<file path="config.mk">
export PLATFORM = sky130hd
export DESIGN_NAME = rvfi_monitor_top
export DESIGN_NICKNAME = d
export VERILOG_FILES = /design/src/common/rvfi_chk_pkg.sv /design/src/source/rvfi_monitor_top.sv /design/src/source/rvfi_err_report.sv /design/src/checker/rvfi_count_check.sv /design/src/checker/rvfi_rule_check.sv /design/src/source/rvfi_capture.sv
export SDC_FILE = /design/constraint.sdc
export NUM_CORES = 1
export LEC_CHECK = 0
export ABC_CLOCK_PERIOD_IN_PS = 6400
export BUFFER_PORTS_ARGS = -buffer_cell sky130_fd_sc_hd__buf_2
export CAP_MARGIN = 20
export CORE_MARGIN = 2
export CORE_UTILIZATION = 35
export CTS_BUF_LIST = sky130_fd_sc_hd__clkbuf_8
export CTS_CLUSTER_DIAMETER = 40
export DETAILED_ROUTE_END_ITERATION = 8
export GPL_TIMING_DRIVEN = 1
export MAX_ROUTING_LAYER = met4
export SLEW_MARGIN = 0
export SYNTH_ARGS = -nofsm -noshare
export SYNTH_HDL_FRONTEND = slang
export SYNTH_SLANG_ARGS = --single-unit
export TNS_END_PERCENT = 1
</file>
<file path="constraint.sdc">
create_clock -name clk_i -period 6.4 [get_ports clk_i]
set_input_delay 1.28 -clock clk_i [delete_from_list [all_inputs] [get_ports clk_i]]
set_output_delay 1.28 -clock clk_i [all_outputs]
set_load 0.005 [all_outputs]
</file>
<file path="src/common/rvfi_chk_pkg.sv">
// Retirement-trace checker package with the shared vector types, rule indices and cause limits
package rvfi_chk_pkg;

  // Core data width, fixed for this checker
  localparam int unsigned XLEN = 32;

  // Byte mask bits per trace memory slot
  localparam int unsigned MEM_MASK_W = XLEN / 8;

  typedef logic [XLEN-1:0] xlen_t;
  typedef logic [4:0]      reg_addr_t;
  typedef logic [2:0]      dbg_cause_t;
  typedef logic [10:0]     cause_t;

  localparam int unsigned NUM_RULES = 13;

  typedef logic [NUM_RULES-1:0] rule_vec_t;
  typedef logic [3:0]           rule_id_t;
  typedef logic [31:0]          cnt_t;
  typedef logic [15:0]          err_cnt_t;

  // Record rules, evaluated by the rule checker
  localparam rule_id_t RULE_RS1_RESET      = 4'd0;
  localparam rule_id_t RULE_RS2_RESET      = 4'd1;
  localparam rule_id_t RULE_DBG_CAUSE      = 4'd2;
  localparam rule_id_t RULE_EXC_CAUSE      = 4'd3;
  localparam rule_id_t RULE_EXC_MCAUSE     = 4'd4;
  localparam rule_id_t RULE_IRQ_LEGAL      = 4'd5;
  localparam rule_id_t RULE_EXC_NO_CAUSE   = 4'd6;
  localparam rule_id_t RULE_IRQ_NO_CAUSE   = 4'd7;
  localparam rule_id_t RULE_DBG_NO_CAUSE   = 4'd8;
  localparam rule_id_t RULE_SYNC_CAUSE     = 4'd9;
  localparam rule_id_t RULE_HANDLER_AMBIG  = 4'd10;

  // Event count rules, evaluated by the count checker
  localparam rule_id_t RULE_MEM_OVERREPORT = 4'd11;
  localparam rule_id_t RULE_IRQ_OVERREPORT = 4'd12;

  // dcsr.cause sits in bits 8 to 6
  localparam int unsigned DCSR_CAUSE_LSB = 6;

  // Non-maskable interrupt causes
  localparam cause_t IRQ_CAUSE_NMI_LO = 11'd1024;
  localparam cause_t IRQ_CAUSE_NMI_HI = 11'd1027;

endpackage
</file>
<file path="src/source/rvfi_monitor_top.sv">
// Retirement trace checker top, connects capture, rule and count checkers and the reporter
`timescale 1ns/10ps

module rvfi_monitor_top import rvfi_chk_pkg::*; #(
  parameter bit CLIC          = 1'b0,
  parameter int CLIC_ID_WIDTH = 5,
  parameter int NMEM          = 1
) (
  input  logic                       clk_i,
  input  logic                       rst_ni,
  input  logic                       rvfi_valid,
  input  reg_addr_t                  rvfi_rs1_addr,
  input  reg_addr_t                  rvfi_rs2_addr,
  input  xlen_t                      rvfi_rs1_rdata,
  input  xlen_t                      rvfi_rs2_rdata,
  input  dbg_cause_t                 rvfi_dbg,
  input  logic                       rvfi_dbg_mode,
  input  xlen_t                      rvfi_dcsr_rdata,
  input  logic                       rvfi_trap_exc,
  input  cause_t                     rvfi_trap_exc_cause,
  input  logic                       rvfi_trap_dbg,
  input  dbg_cause_t                 rvfi_trap_dbg_cause,
  input  logic                       rvfi_intr_int,
  input  logic                       rvfi_intr_exc,
  input  cause_t                     rvfi_intr_cause,
  input  xlen_t                      rvfi_mcause_wdata,
  input  xlen_t                      rvfi_mcause_wmask,
  input  logic [NMEM*MEM_MASK_W-1:0] rvfi_mem_rmask,
  input  logic [NMEM*MEM_MASK_W-1:0] rvfi_mem_wmask,
  input  logic                       bus_valid,
  input  logic                       bus_ready,
  input  logic                       irq_ack,
  output logic                       error,
  output rule_vec_t                  error_rules,
  output rule_id_t                   first_rule,
  output err_cnt_t                   error_count
);

  // Captured record
  logic                       rec_valid;
  reg_addr_t                  rec_rs1_addr;
  reg_addr_t                  rec_rs2_addr;
  xlen_t                      rec_rs1_rdata;
  xlen_t                      rec_rs2_rdata;
  dbg_cause_t                 rec_dbg;
  logic                       rec_dbg_mode;
  xlen_t                      rec_dcsr_rdata;
  logic                       rec_trap_exc;
  cause_t                     rec_trap_exc_cause;
  logic                       rec_trap_dbg;
  dbg_cause_t                 rec_trap_dbg_cause;
  logic                       rec_intr_int;
  logic                       rec_intr_exc;
  cause_t                     rec_intr_cause;
  xlen_t                      rec_mcause_wdata;
  xlen_t                      rec_mcause_wmask;
  logic [NMEM*MEM_MASK_W-1:0] rec_mem_rmask;
  logic [NMEM*MEM_MASK_W-1:0] rec_mem_wmask;
  logic                       first_retire;
  logic                       was_dbg_mode;
  logic                       prev_exc;

  rule_vec_t rule_viol;
  rule_vec_t count_viol;

  rvfi_capture #(.NMEM(NMEM)) u_capture (.*);

  rvfi_rule_check #(
    .CLIC          (CLIC),
    .CLIC_ID_WIDTH (CLIC_ID_WIDTH)
  ) u_rule_check (
    .clk_i, .rst_ni, .rec_valid,
    .rec_rs1_addr, .rec_rs2_addr, .rec_rs1_rdata, .rec_rs2_rdata,
    .rec_dbg, .rec_dbg_mode, .rec_dcsr_rdata,
    .rec_trap_exc, .rec_trap_exc_cause, .rec_trap_dbg, .rec_trap_dbg_cause,
    .rec_intr_int, .rec_intr_exc, .rec_intr_cause,
    .rec_mcause_wdata, .rec_mcause_wmask,
    .first_retire, .was_dbg_mode, .prev_exc, .rule_viol
  );

  rvfi_count_check #(.NMEM(NMEM)) u_count_check (
    .clk_i, .rst_ni, .bus_valid, .bus_ready, .irq_ack,
    .rec_valid, .rec_mem_rmask, .rec_mem_wmask, .rec_intr_int, .count_viol
  );

  rvfi_err_report u_err_report (
    .clk_i, .rst_ni, .rule_viol, .count_viol,
    .error, .error_rules, .first_rule, .error_count
  );

endmodule

</file>
<file path="src/source/rvfi_err_report.sv">
// Error reporter, merges violation vectors into sticky flags, first failing rule and error count
`timescale 1ns/10ps

module rvfi_err_report import rvfi_chk_pkg::*; (
  input  logic      clk_i,
  input  logic      rst_ni,
  input  rule_vec_t rule_viol,
  input  rule_vec_t count_viol,
  output logic      error,
  output rule_vec_t error_rules,
  output rule_id_t  first_rule,
  output err_cnt_t  error_count
);

  rule_vec_t                 merged;
  logic [$bits(err_cnt_t):0] cnt_sum;

  // Lowest set index wins
  function automatic rule_id_t lowest_rule(rule_vec_t v);
    rule_id_t id;
    id = '0;
    for (int i = NUM_RULES - 1; i >= 0; i--) begin
      if (v[i]) begin
        id = rule_id_t'(i);
      end
    end
    return id;
  endfunction

  function automatic err_cnt_t ones(rule_vec_t v);
    err_cnt_t n;
    n = '0;
    for (int i = 0; i < NUM_RULES; i++) begin
      n = n + err_cnt_t'(v[i]);
    end
    return n;
  endfunction

  assign merged  = rule_viol | count_viol;
  assign cnt_sum = {1'b0, error_count} + {1'b0, ones(merged)};
  assign error   = |error_rules;

  always_ff @(posedge clk_i or negedge rst_ni) begin
    if (!rst_ni) begin
      error_rules <= '0;
      first_rule  <= '0;
      error_count <= '0;
    end else if (merged != '0) begin
      error_rules <= error_rules | merged;
      // Nothing sticky yet means this is the first failing merge
      if (error_rules == '0) begin
        first_rule <= lowest_rule(merged);
      end
      // Saturate instead of wrapping
      error_count <= cnt_sum[$bits(err_cnt_t)] ? '1 : cnt_sum[$bits(err_cnt_t)-1:0];
    end
  end

  a_count_monotonic: assert property (
    @(posedge clk_i) disable iff (!rst_ni)
    error_count >= $past(error_count)
  );

endmodule

</file>
<file path="src/checker/rvfi_count_check.sv">
// Event count checker, compares trace memory accesses and interrupts with bus and ack activity
`timescale 1ns/10ps

module rvfi_count_check import rvfi_chk_pkg::*; #(
  parameter int NMEM = 1
) (
  input  logic                       clk_i,
  input  logic                       rst_ni,
  input  logic                       bus_valid,
  input  logic                       bus_ready,
  input  logic                       irq_ack,
  input  logic                       rec_valid,
  input  logic [NMEM*MEM_MASK_W-1:0] rec_mem_rmask,
  input  logic [NMEM*MEM_MASK_W-1:0] rec_mem_wmask,
  input  logic                       rec_intr_int,
  output rule_vec_t                  count_viol
);

  cnt_t bus_cnt;
  cnt_t ack_cnt;
  cnt_t mem_cnt;
  cnt_t irq_cnt;
  cnt_t mem_new;
  logic mem_over;
  logic irq_over;
  logic mem_over_q;
  logic irq_over_q;
  logic mem_flag;
  logic irq_flag;

  // One access per slot and direction with any mask bit set
  always_comb begin
    mem_new = '0;
    if (rec_valid) begin
      for (int i = 0; i < NMEM; i++) begin
        if (|rec_mem_rmask[i*MEM_MASK_W +: MEM_MASK_W]) begin
          mem_new = mem_new + 1'b1;
        end
        if (|rec_mem_wmask[i*MEM_MASK_W +: MEM_MASK_W]) begin
          mem_new = mem_new + 1'b1;
        end
      end
    end
  end

  assign mem_over = mem_cnt > bus_cnt;
  assign irq_over = irq_cnt > ack_cnt;

  always_ff @(posedge clk_i or negedge rst_ni) begin
    if (!rst_ni) begin
      bus_cnt    <= '0;
      ack_cnt    <= '0;
      mem_cnt    <= '0;
      irq_cnt    <= '0;
      mem_over_q <= 1'b0;
      irq_over_q <= 1'b0;
      mem_flag   <= 1'b0;
      irq_flag   <= 1'b0;
    end else begin
      bus_cnt    <= bus_cnt + cnt_t'(bus_valid && bus_ready);
      ack_cnt    <= ack_cnt + cnt_t'(irq_ack);
      mem_cnt    <= mem_cnt + mem_new;
      irq_cnt    <= irq_cnt + cnt_t'(rec_valid && rec_intr_int);
      mem_over_q <= mem_over;
      irq_over_q <= irq_over;
      // Report once when the trace first runs ahead
      mem_flag   <= mem_over && !mem_over_q;
      irq_flag   <= irq_over && !irq_over_q;
    end
  end

  always_comb begin
    count_viol = '0;
    count_viol[RULE_MEM_OVERREPORT] = mem_flag;
    count_viol[RULE_IRQ_OVERREPORT] = irq_flag;
  end

  a_counts_monotonic: assert property (
    @(posedge clk_i) disable iff (!rst_ni)
    (bus_cnt >= $past(bus_cnt)) && (ack_cnt >= $past(ack_cnt)) &&
    (mem_cnt >= $past(mem_cnt)) && (irq_cnt >= $past(irq_cnt))
  );

endmodule

</file>
<file path="src/checker/rvfi_rule_check.sv">
// Record rule checker, evaluates the cause and register rules on each captured retirement
`timescale 1ns/10ps

module rvfi_rule_check import rvfi_chk_pkg::*; #(
  parameter bit CLIC          = 1'b0,
  parameter int CLIC_ID_WIDTH = 5
) (
  input  logic       clk_i,
  input  logic       rst_ni,
  input  logic       rec_valid,
  input  reg_addr_t  rec_rs1_addr,
  input  reg_addr_t  rec_rs2_addr,
  input  xlen_t      rec_rs1_rdata,
  input  xlen_t      rec_rs2_rdata,
  input  dbg_cause_t rec_dbg,
  input  logic       rec_dbg_mode,
  input  xlen_t      rec_dcsr_rdata,
  input  logic       rec_trap_exc,
  input  cause_t     rec_trap_exc_cause,
  input  logic       rec_trap_dbg,
  input  dbg_cause_t rec_trap_dbg_cause,
  input  logic       rec_intr_int,
  input  logic       rec_intr_exc,
  input  cause_t     rec_intr_cause,
  input  xlen_t      rec_mcause_wdata,
  input  xlen_t      rec_mcause_wmask,
  input  logic       first_retire,
  input  logic       was_dbg_mode,
  input  logic       prev_exc,
  output rule_vec_t  rule_viol
);

  xlen_t      mcause_masked;
  dbg_cause_t dcsr_cause;
  logic       exc_outside_dbg;
  logic       irq_legal;
  logic       irq_need_cause;
  rule_vec_t  viol_d;

  assign mcause_masked   = rec_mcause_wdata & rec_mcause_wmask;
  assign dcsr_cause      = rec_dcsr_rdata[DCSR_CAUSE_LSB +: $bits(dbg_cause_t)];
  assign exc_outside_dbg = rec_trap_exc && !rec_dbg_mode;

  // Legal interrupt causes depend on the interrupt controller
  if (CLIC) begin : gen_clic
    localparam int unsigned MAX_CLIC_ID = (1 << CLIC_ID_WIDTH) - 1;

    assign irq_legal = (32'(rec_intr_cause) <= MAX_CLIC_ID) ||
                       (rec_intr_cause inside {[IRQ_CAUSE_NMI_LO:IRQ_CAUSE_NMI_HI]});
    // CLIC id 0 is a valid interrupt
    assign irq_need_cause = 1'b0;
  end else begin : gen_clint
    assign irq_legal = rec_intr_cause inside {11'd3, 11'd7, 11'd11, [11'd16:11'd31],
                                              [IRQ_CAUSE_NMI_LO:IRQ_CAUSE_NMI_HI]};
    assign irq_need_cause = 1'b1;
  end

  always_comb begin
    viol_d = '0;
    if (rec_valid) begin
      // Register file reads zero until something has been written
      viol_d[RULE_RS1_RESET] = first_retire && (rec_rs1_addr != '0) &&
                               (rec_rs1_rdata != '0);
      viol_d[RULE_RS2_RESET] = first_retire && (rec_rs2_addr != '0) &&
                               (rec_rs2_rdata != '0);

      // Debug entry cause against dcsr
      viol_d[RULE_DBG_CAUSE] = (rec_dbg != '0) && !was_dbg_mode &&
                               (rec_dbg != dcsr_cause);

      // Exception code against the mcause write, interrupt bit excluded
      viol_d[RULE_EXC_CAUSE] = exc_outside_dbg &&
          (xlen_t'(rec_trap_exc_cause) != {1'b0, mcause_masked[XLEN-2:0]});

      // mcause.interrupt must be written to zero
      viol_d[RULE_EXC_MCAUSE] = exc_outside_dbg &&
          !(rec_mcause_wmask[XLEN-1] && !rec_mcause_wdata[XLEN-1]);

      viol_d[RULE_IRQ_LEGAL] = rec_intr_int && !irq_legal;

      // Every trap kind carries a cause
      viol_d[RULE_EXC_NO_CAUSE] = rec_trap_exc && (rec_trap_exc_cause == '0);
      viol_d[RULE_IRQ_NO_CAUSE] = irq_need_cause && rec_intr_int &&
                                  (rec_intr_cause == '0);
      viol_d[RULE_DBG_NO_CAUSE] = rec_trap_dbg && (rec_trap_dbg_cause == '0);

      // A sync handler only follows an announced exception
      viol_d[RULE_SYNC_CAUSE] = !rec_intr_int && (rec_intr_exc != prev_exc);

      viol_d[RULE_HANDLER_AMBIG] = rec_intr_exc && rec_intr_int;
    end
  end

  always_ff @(posedge clk_i or negedge rst_ni) begin
    if (!rst_ni) begin
      rule_viol <= '0;
    end else begin
      rule_viol <= viol_d;
    end
  end

  // Flags only follow a captured record
  a_viol_needs_record: assert property (
    @(posedge clk_i) disable iff (!rst_ni)
    !$past(rec_valid) |-> (rule_viol == '0)
  );

endmodule

</file>
<file path="src/source/rvfi_capture.sv">
// Trace capture stage, registers each retired record and keeps the retirement history bits
`timescale 1ns/10ps

module rvfi_capture import rvfi_chk_pkg::*; #(
  parameter int NMEM = 1
) (
  input  logic                       clk_i,
  input  logic                       rst_ni,
  input  logic                       rvfi_valid,
  input  reg_addr_t                  rvfi_rs1_addr,
  input  reg_addr_t                  rvfi_rs2_addr,
  input  xlen_t                      rvfi_rs1_rdata,
  input  xlen_t                      rvfi_rs2_rdata,
  input  dbg_cause_t                 rvfi_dbg,
  input  logic                       rvfi_dbg_mode,
  input  xlen_t                      rvfi_dcsr_rdata,
  input  logic                       rvfi_trap_exc,
  input  cause_t                     rvfi_trap_exc_cause,
  input  logic                       rvfi_trap_dbg,
  input  dbg_cause_t                 rvfi_trap_dbg_cause,
  input  logic                       rvfi_intr_int,
  input  logic                       rvfi_intr_exc,
  input  cause_t                     rvfi_intr_cause,
  input  xlen_t                      rvfi_mcause_wdata,
  input  xlen_t                      rvfi_mcause_wmask,
  input  logic [NMEM*MEM_MASK_W-1:0] rvfi_mem_rmask,
  input  logic [NMEM*MEM_MASK_W-1:0] rvfi_mem_wmask,
  output logic                       rec_valid,
  output reg_addr_t                  rec_rs1_addr,
  output reg_addr_t                  rec_rs2_addr,
  output xlen_t                      rec_rs1_rdata,
  output xlen_t                      rec_rs2_rdata,
  output dbg_cause_t                 rec_dbg,
  output logic                       rec_dbg_mode,
  output xlen_t                      rec_dcsr_rdata,
  output logic                       rec_trap_exc,
  output cause_t                     rec_trap_exc_cause,
  output logic                       rec_trap_dbg,
  output dbg_cause_t                 rec_trap_dbg_cause,
  output logic                       rec_intr_int,
  output logic                       rec_intr_exc,
  output cause_t                     rec_intr_cause,
  output xlen_t                      rec_mcause_wdata,
  output xlen_t                      rec_mcause_wmask,
  output logic [NMEM*MEM_MASK_W-1:0] rec_mem_rmask,
  output logic [NMEM*MEM_MASK_W-1:0] rec_mem_wmask,
  output logic                       first_retire,
  output logic                       was_dbg_mode,
  output logic                       prev_exc
);

  // Armed by reset, cleared by the first retirement
  logic first_pending;
  // Debug mode and exception bit of the last retirement seen
  logic dbg_mode_q;
  logic exc_q;

  always_ff @(posedge clk_i or negedge rst_ni) begin
    if (!rst_ni) begin
      rec_valid     <= 1'b0;
      first_pending <= 1'b1;
      first_retire  <= 1'b0;
      dbg_mode_q    <= 1'b0;
      exc_q         <= 1'b0;
      was_dbg_mode  <= 1'b0;
      prev_exc      <= 1'b0;
    end else begin
      rec_valid <= rvfi_valid;
      if (rvfi_valid) begin
        first_retire  <= first_pending;
        first_pending <= 1'b0;
        // History travels with the record it precedes
        was_dbg_mode  <= dbg_mode_q;
        prev_exc      <= exc_q;
        dbg_mode_q    <= rvfi_dbg_mode;
        exc_q         <= rvfi_trap_exc;
      end
    end
  end

  // Record payload
  always_ff @(posedge clk_i) begin
    if (rvfi_valid) begin
      rec_rs1_addr       <= rvfi_rs1_addr;
      rec_rs2_addr       <= rvfi_rs2_addr;
      rec_rs1_rdata      <= rvfi_rs1_rdata;
      rec_rs2_rdata      <= rvfi_rs2_rdata;
      rec_dbg            <= rvfi_dbg;
      rec_dbg_mode       <= rvfi_dbg_mode;
      rec_dcsr_rdata     <= rvfi_dcsr_rdata;
      rec_trap_exc       <= rvfi_trap_exc;
      rec_trap_exc_cause <= rvfi_trap_exc_cause;
      rec_trap_dbg       <= rvfi_trap_dbg;
      rec_trap_dbg_cause <= rvfi_trap_dbg_cause;
      rec_intr_int       <= rvfi_intr_int;
      rec_intr_exc       <= rvfi_intr_exc;
      rec_intr_cause     <= rvfi_intr_cause;
      rec_mcause_wdata   <= rvfi_mcause_wdata;
      rec_mcause_wmask   <= rvfi_mcause_wmask;
      rec_mem_rmask      <= rvfi_mem_rmask;
      rec_mem_wmask      <= rvfi_mem_wmask;
    end
  end

  // The first record out of reset has no earlier retirement behind it
  a_first_no_history: assert property (
    @(posedge clk_i) disable iff (!rst_ni)
    (rec_valid && first_retire) |-> (!was_dbg_mode && !prev_exc)
  );

endmodule

</file>
After elaboration in Yosys (flattened, before gate mapping) --
Cells that the tools add are included.
Storage, ports and cells: register bits 371, latch bits 0, RAM bits 0, ROM bits 0, output and inout bits 34, logic and storage cells 134, memories 0
Cells by class: add/sub/neg operators 18, multiply operators 0, div/mod/pow operators 0, magnitude comparators 6, eq/ne operators 6, shift-type cells 0, mux-type cells 19, bitwise logic cells 3, reduce and logical (&&, ||, !) cells 45
Operators with widths (number):
- $add A16 B1 Y16 | 11
- $add A32 B1 Y32 | 3
- $mux W32 | 3
- $gt A32 B32 Y1 | 2
- $reduce_bool A32 Y1 | 2
- $mux W4 | 13
- $add A32 B1 Y32 const B | 1
- $add A32 B32 Y32 | 1
- $and A31 B31 Y31 | 1
- $ne A11 B31 Y1 | 1
- $logic_and A1 B1 Y1 | 22
- $logic_not A11 Y1 | 2
- $add A16 B16 Y17 | 1
- $mux W16 | 1
- $reduce_bool A5 Y1 | 3
- $logic_not A13 Y1 | 1
- $or A11 B13 Y13 | 1
- $or A13 B13 Y13 | 1
- $reduce_bool A13 Y1 | 1
- $reduce_or A13 Y1 | 1
- $eq A11 B2 Y1 const B | 1
- $eq A11 B3 Y1 const B | 1
- $eq A11 B4 Y1 const B | 1
- $ge A11 B11 Y1 const B | 1
- other kinds (13) | 21

Longest topological paths before layout --
depth in word-level cells 15, gate-level depth with buffers 19, mapped depth without buffers 18

Hierarchy --
Synthesis repeated with hierarchy kept, for this count alone.
Second synthesis, totals: cell total of the unflattened synthesis 1258, area total of the unflattened synthesis 17016.3 µm²
Modules (own cells, without submodules):
- rvfi_count_check | times used 1, cells each 717, area each 7472.2 µm²
- rvfi_capture | times used 1, cells each 224, area each 6577.6 µm²
- rvfi_err_report | times used 1, cells each 202, area each 2030.7 µm²
- rvfi_rule_check | times used 1, cells each 115, area each 935.9 µm²

Least setup slack after synthesis --
No wires, ideal clock.
path type reg-to-reg, start point reg u_rule_check.rule_viol[1], end point reg u_err_report.error_count[12], library setup time 0.125 ns, arrival time 4.829 ns, required time 6.275 ns, setup slack 1.446 ns, cell stages (with the launch flop) 18, clock period less this slack 4.954 ns, path through dfrtp_1 > inv_1 > ha_1 > inv_1 > fa_1 > fa_1 > fa_1 > fa_1 > inv_1 > ha_1 > fa_1 > xor2_1 > ha_1 > nor2b_1 > o31a_1 > or2_1 > nand4_1 > mux2_2
Between the ends: longest elaborated chain between the ends 15, elaborated cells on any way between the ends 16, classes of those cells add/sub: 13; mux: 1; bitwise: 1; reduce/logical: 1
RTL lines:
- start: declaration | RTL line rvfi_rule_check.sv:30 | output rule_vec_t rule_viol
- start signal: assignment | RTL line rvfi_rule_check.sv:98 | rule_viol <= viol_d;
- $or A11 B13 Y13 * | RTL line rvfi_err_report.sv:39 | assign merged = rule_viol | count_viol;
- $add A1 B1 Y2 | RTL line rvfi_err_report.sv:34 | n = n + err_cnt_t'(v[i]);
- $add A16 B1 Y16 (11 in series) | RTL line rvfi_err_report.sv:34
- $add A16 B16 Y17 | RTL line rvfi_err_report.sv:40 | assign cnt_sum = {1'b0, error_count} + {1'b0, ones(merged)};
- $mux W16 | RTL line rvfi_err_report.sv:55 | error_count <= cnt_sum[$bits(err_cnt_t)] ? '1 : cnt_sum[$bits(err_cnt_t)-1:0];
- end signal: assignment | RTL line rvfi_err_report.sv:55
- end: declaration | RTL line rvfi_err_report.sv:12 | output err_cnt_t error_count
Mark *: on every way between the ends. The rest lies on a longest branch, timed or not. A chain may end at the register's enable or synchronous reset.

Final worst setup path --
start point reg u_rule_check.rule_viol[1], end point reg u_err_report.error_count[15]
The elaborated chain is that of the path after synthesis.

==> metrics.md <==
| Metric | Value |
|---|---|
| Critical setup path kind | `reg2reg` |
| Layout filler cell count | `4268` |
| Area of the multi-input gates | `5420 um^2` |
| Total Power | `5.90 mW` |
| Area share of the largest cell type after synthesis | `34.5%` |
| Post-synth top flop | `edfxtp_1` |
| Post-DR wirelength/cell | `15.7 um` |
| Register area | `10000 um^2` |
| Reg-to-Reg Start | `u_rule_check.rule_viol[1]` |
| Synthesized Nets | `1522` |
| Critical-path top delay cell | `a21oi_1` |
| Die width | `217 um` |
| Max_cap viols | `0` |
| Setup crit end | `u_err_report.error_count[15]` |
| Clock-pin slew on the worst setup and hold paths | `60 ps` |
| Vias per cell | `4.70` |
| Critical R2R Capture | `u_err_report.error_count[15]` |
| # Post-CTS Setup Buffers | `0` |
| Hold_ws | `472 ps` |
| Outcome | `complete, no violations` |
| Fmax | `185 MHz` |
| Fin. Hold Viols | `0` |
| Tightest Pin Transition | `870 ps` |
| Place WS | `1060 ps` |
| Final design utilization | `42.6%` |
| Vias in the first global route | `10800` |
| I/O Pins | `251` |
| Max-slew headroom | `42.0%` |
| Largest net degree at the start of global routing | `75` |
| GR Util All Layers | `15.4%` |
| Mapped Cells | `1210` |
| Vias | `10200` |
| Peak supply drop | `248 uV` |
| Synth top cells by count | `182 x dfrtp_1, 182 x edfxtp_1, 107 x xnor2_1, 97 x inv_1, 86 x ha_1` |
| Detailed-route wire length | `33900 um` |
| CP Cell Sequence | `inv_1 -> ha_1 -> inv_1 -> fa_1 -> fa_1 -> fa_1 -> fa_1 -> inv_1 -> ha_1 -> fa_1 -> xor2_1 -> ha_1 -> o21ai_0 -> o21bai_1 -> a21oi_1 -> nor4_1 -> mux2_4` |
| Die area | `47000 um^2` |
| Dpl hpwl | `25000 um` |
| Die height | `217 um` |
| Synth top area cells | `edfxtp_1 34%, dfrtp_1 29%, ha_1 6.8%` |
| Number of antenna-violating nets in the routed design | `0` |
| CP most frequent cell | `fa_1` |
| Worst Setup SP | `u_rule_check.rule_viol[1]` |
| P&R area growth vs syn | `21.0%` |
| Non-filler instance count after layout | `2162` |
| Maximum fanout along the worst path | `11` |
| Nets | `1814` |
| CP Launch Type | `flop` |
| Clock network fraction of total power | `39.3%` |
| Root Buffer | `clkbuf_8` |
| Psw | `1.56 mW` |
| Port bufs | `221` |
| CTS tree | `done` |
| Combinational share of power | `11.8%` |
| Critical Path RT | `6890 ps` |
| Final instance area | `19200 um^2` |
| Hold-fix buffers at CTS | `0` |
| Reg2reg path depth | `17` |
| Worst-Skew Late Latency | `620 ps` |
| Starting Density | `35.2%` |
| Avg Synthesized Cell Area | `13.1 um^2` |
| Clk buf depth | `3` |
| Warnings from Yosys | `0` |
| TNS Setup | `0 ps` |
| Worst EP arrival | `5900 ps` |
| Overflow after GRT | `0` |
| DR pass1 iterations | `4` |
| Antenna violations before repair | `4` |
| Iter 0 DRT Violations | `459` |
| Pwr/cell area | `308 nW/um^2` |
| CTS Buf Count | `69` |
| Worst Slack Setup Final | `990 ps` |
| EDFF count, synth | `182` |
| Min-Delay Path Class | `reg2reg` |
| FFs w/ async S/R, synth | `50.1%` |
| Leakage | `8.34 nW` |
| Final setup skew | `30.3 ps` |
| RSZ-0062 raised after global routing | `false` |
| Sequential Power Share | `48.9%` |
| Final setup vio count | `0` |
| # rows | `78` |
| CORE AREA | `45100 um^2` |
| CTS sink cnt | `365` |
| Met3 routed WL | `2410 um` |
| CTS resizes | `0` |
| Post-placement cell area | `17700 um^2` |
| Minimum clock period | `5410 ps` |
| Drc violations | `0` |
| Layout cells sized above 1 | `23.0%` |
| Internal Power | `4.34 mW` |
| R2R Setup Slk | `990 ps` |
| Count of different cell masters after synthesis | `62` |
| Post-Syn Area | `15900 um^2` |
| Post-synthesis sequential area ratio | `63.3%` |
| Metal2 WL | `15000 um` |
| Top cell type by total area after synthesis | `edfxtp_1` |
| Met1 Routed Length | `15200 um` |
| Synth Register Bits | `365` |
| Top routing layer in use | `met4` |
| CTS H-tree depth | `3` |
| Worst setup EP type | `flop` |
| Tcrit/Tclk final | `84.5%` |
| GPL Wtd Cong | `0.805` |
| Placed insts | `2030` |
| Max-slew violation count | `0` |
| Sw frac | `26.5%` |
| Slowest stage delay, CP | `620 ps` |
| First-pass GRT wire length | `55200 um` |
-- layout make-up --
| class | count | share of cell area [%] |
|---|---|---|
| diodes | 4 | 0.0522 |
| clock buffers | 75 | 5.38 |
| clock inverters | 52 | 2.10 |
| inverters | 98 | 1.92 |
| multi-input cells | 741 | 28.2 |
| flip-flops and latches | 365 | 52.3 |
| well taps | 600 | 3.91 |
| repair buffers | 227 | 6.06 |
-- layout by cell type, fill, tap and decap left out, types with 17 or more instances in the layout --
cell type  synthesis  layout
nand2_1           72      72
nor4_1            37      37
inv_1             97     118
xnor2_1          107     107
xor2_1            32      32
clkbuf_8           0      76
buf_2              1     220
a21oi_1           47      47
o21ai_0           17      17
ha_1              86      86
edfxtp_1         182     182
nand4_1           45      45
dfrtp_1          182     182
nand3_1           60      60
nor3_1            21      21
and3_1            27      27
nor2_1            44      44
-- power groups by stage --
stage	Combinational, mW	Sequential [mW]	Clock (mW)
3_5_place_dp	0.704	2.93	0
2_1_floorplan	0.455	2.88	0
4_1_cts	0.713	2.89	2.40
6_report	0.699	2.88	2.32
5_1_grt	0.814	2.92	2.51
3_3_place_gp	0.685	2.92	0
-- flip-flops by register name (all words and copies together) (netlist names), 3 cells and up --
register,cells
u_capture.rec_mcause_wdata,32
u_capture.rec_mcause_wmask,32
u_capture.rec_rs1_rdata,32
u_count_check.ack_cnt,32
u_capture.rec_mem_rmask,4
u_err_report.first_rule,4
u_capture.rec_rs1_addr,5
u_capture.rec_intr_cause,11
u_rule_check.rule_viol,11
u_err_report.error_count,16
u_capture.rec_mem_wmask,4
u_capture.rec_dbg,3
u_count_check.irq_cnt,32
u_err_report.error_rules,13
u_capture.rec_trap_exc_cause,11
u_capture.rec_trap_dbg_cause,3
u_capture.rec_dcsr_rdata,3
u_count_check.mem_cnt,32
u_count_check.bus_cnt,32
u_capture.rec_rs2_addr,5
u_capture.rec_rs2_rdata,32
-- worst max-delay path, delay by kind of cell, from the launching register on --
family	cells	cell delay, ps
xor+xnor	1	180
compound gates	3	860
fa+ha+maj	8	3130
mux	1	330
simple gates	1	150
flops	1	480
buf+inv	3	170
-- cells by family after synthesis --
group / count (synthesis) / synth area share [%]
and+or+nand+nor: 378 / 13.0
xor gates and xnor gates: 139 / 7.67
AOI/OAI and AO/OA: 118 / 4.72
muxes: 11 / 0.820
DFF: 365 / 63.3
adders and majority gates: 95 / 7.92
buffers and inverters: 104 / 2.52
-- routing by layer --
metal | up-vias | track usage [%]
met5 | - | -
met4 | 0 | 7.63
met3 | 71 | 4.88
met2 | 270 | 22.8
met1 | 4816 | 19.0
li1 | 5003 | -
-- worst min-delay path by stage --
stage | startpoint | to | slack [ps] | cells past startpoint
2_1_floorplan | u_capture.rec_mcause_wmask[31] | u_rule_check.rule_viol[4] | 390 | 1
3_3_place_gp | u_count_check.ack_cnt[10] | u_count_check.ack_cnt[10] | 460 | 1
3_5_place_dp | u_count_check.ack_cnt[23] | u_count_check.ack_cnt[23] | 460 | 1
4_1_cts | u_count_check.ack_cnt[23] | u_count_check.ack_cnt[23] | 480 | 1
5_1_grt | u_count_check.irq_cnt[31] | u_count_check.irq_cnt[31] | 490 | 1
6_report | u_count_check.ack_cnt[23] | u_count_check.ack_cnt[23] | 470 | 1
Power figures use the tool's default switching activity.
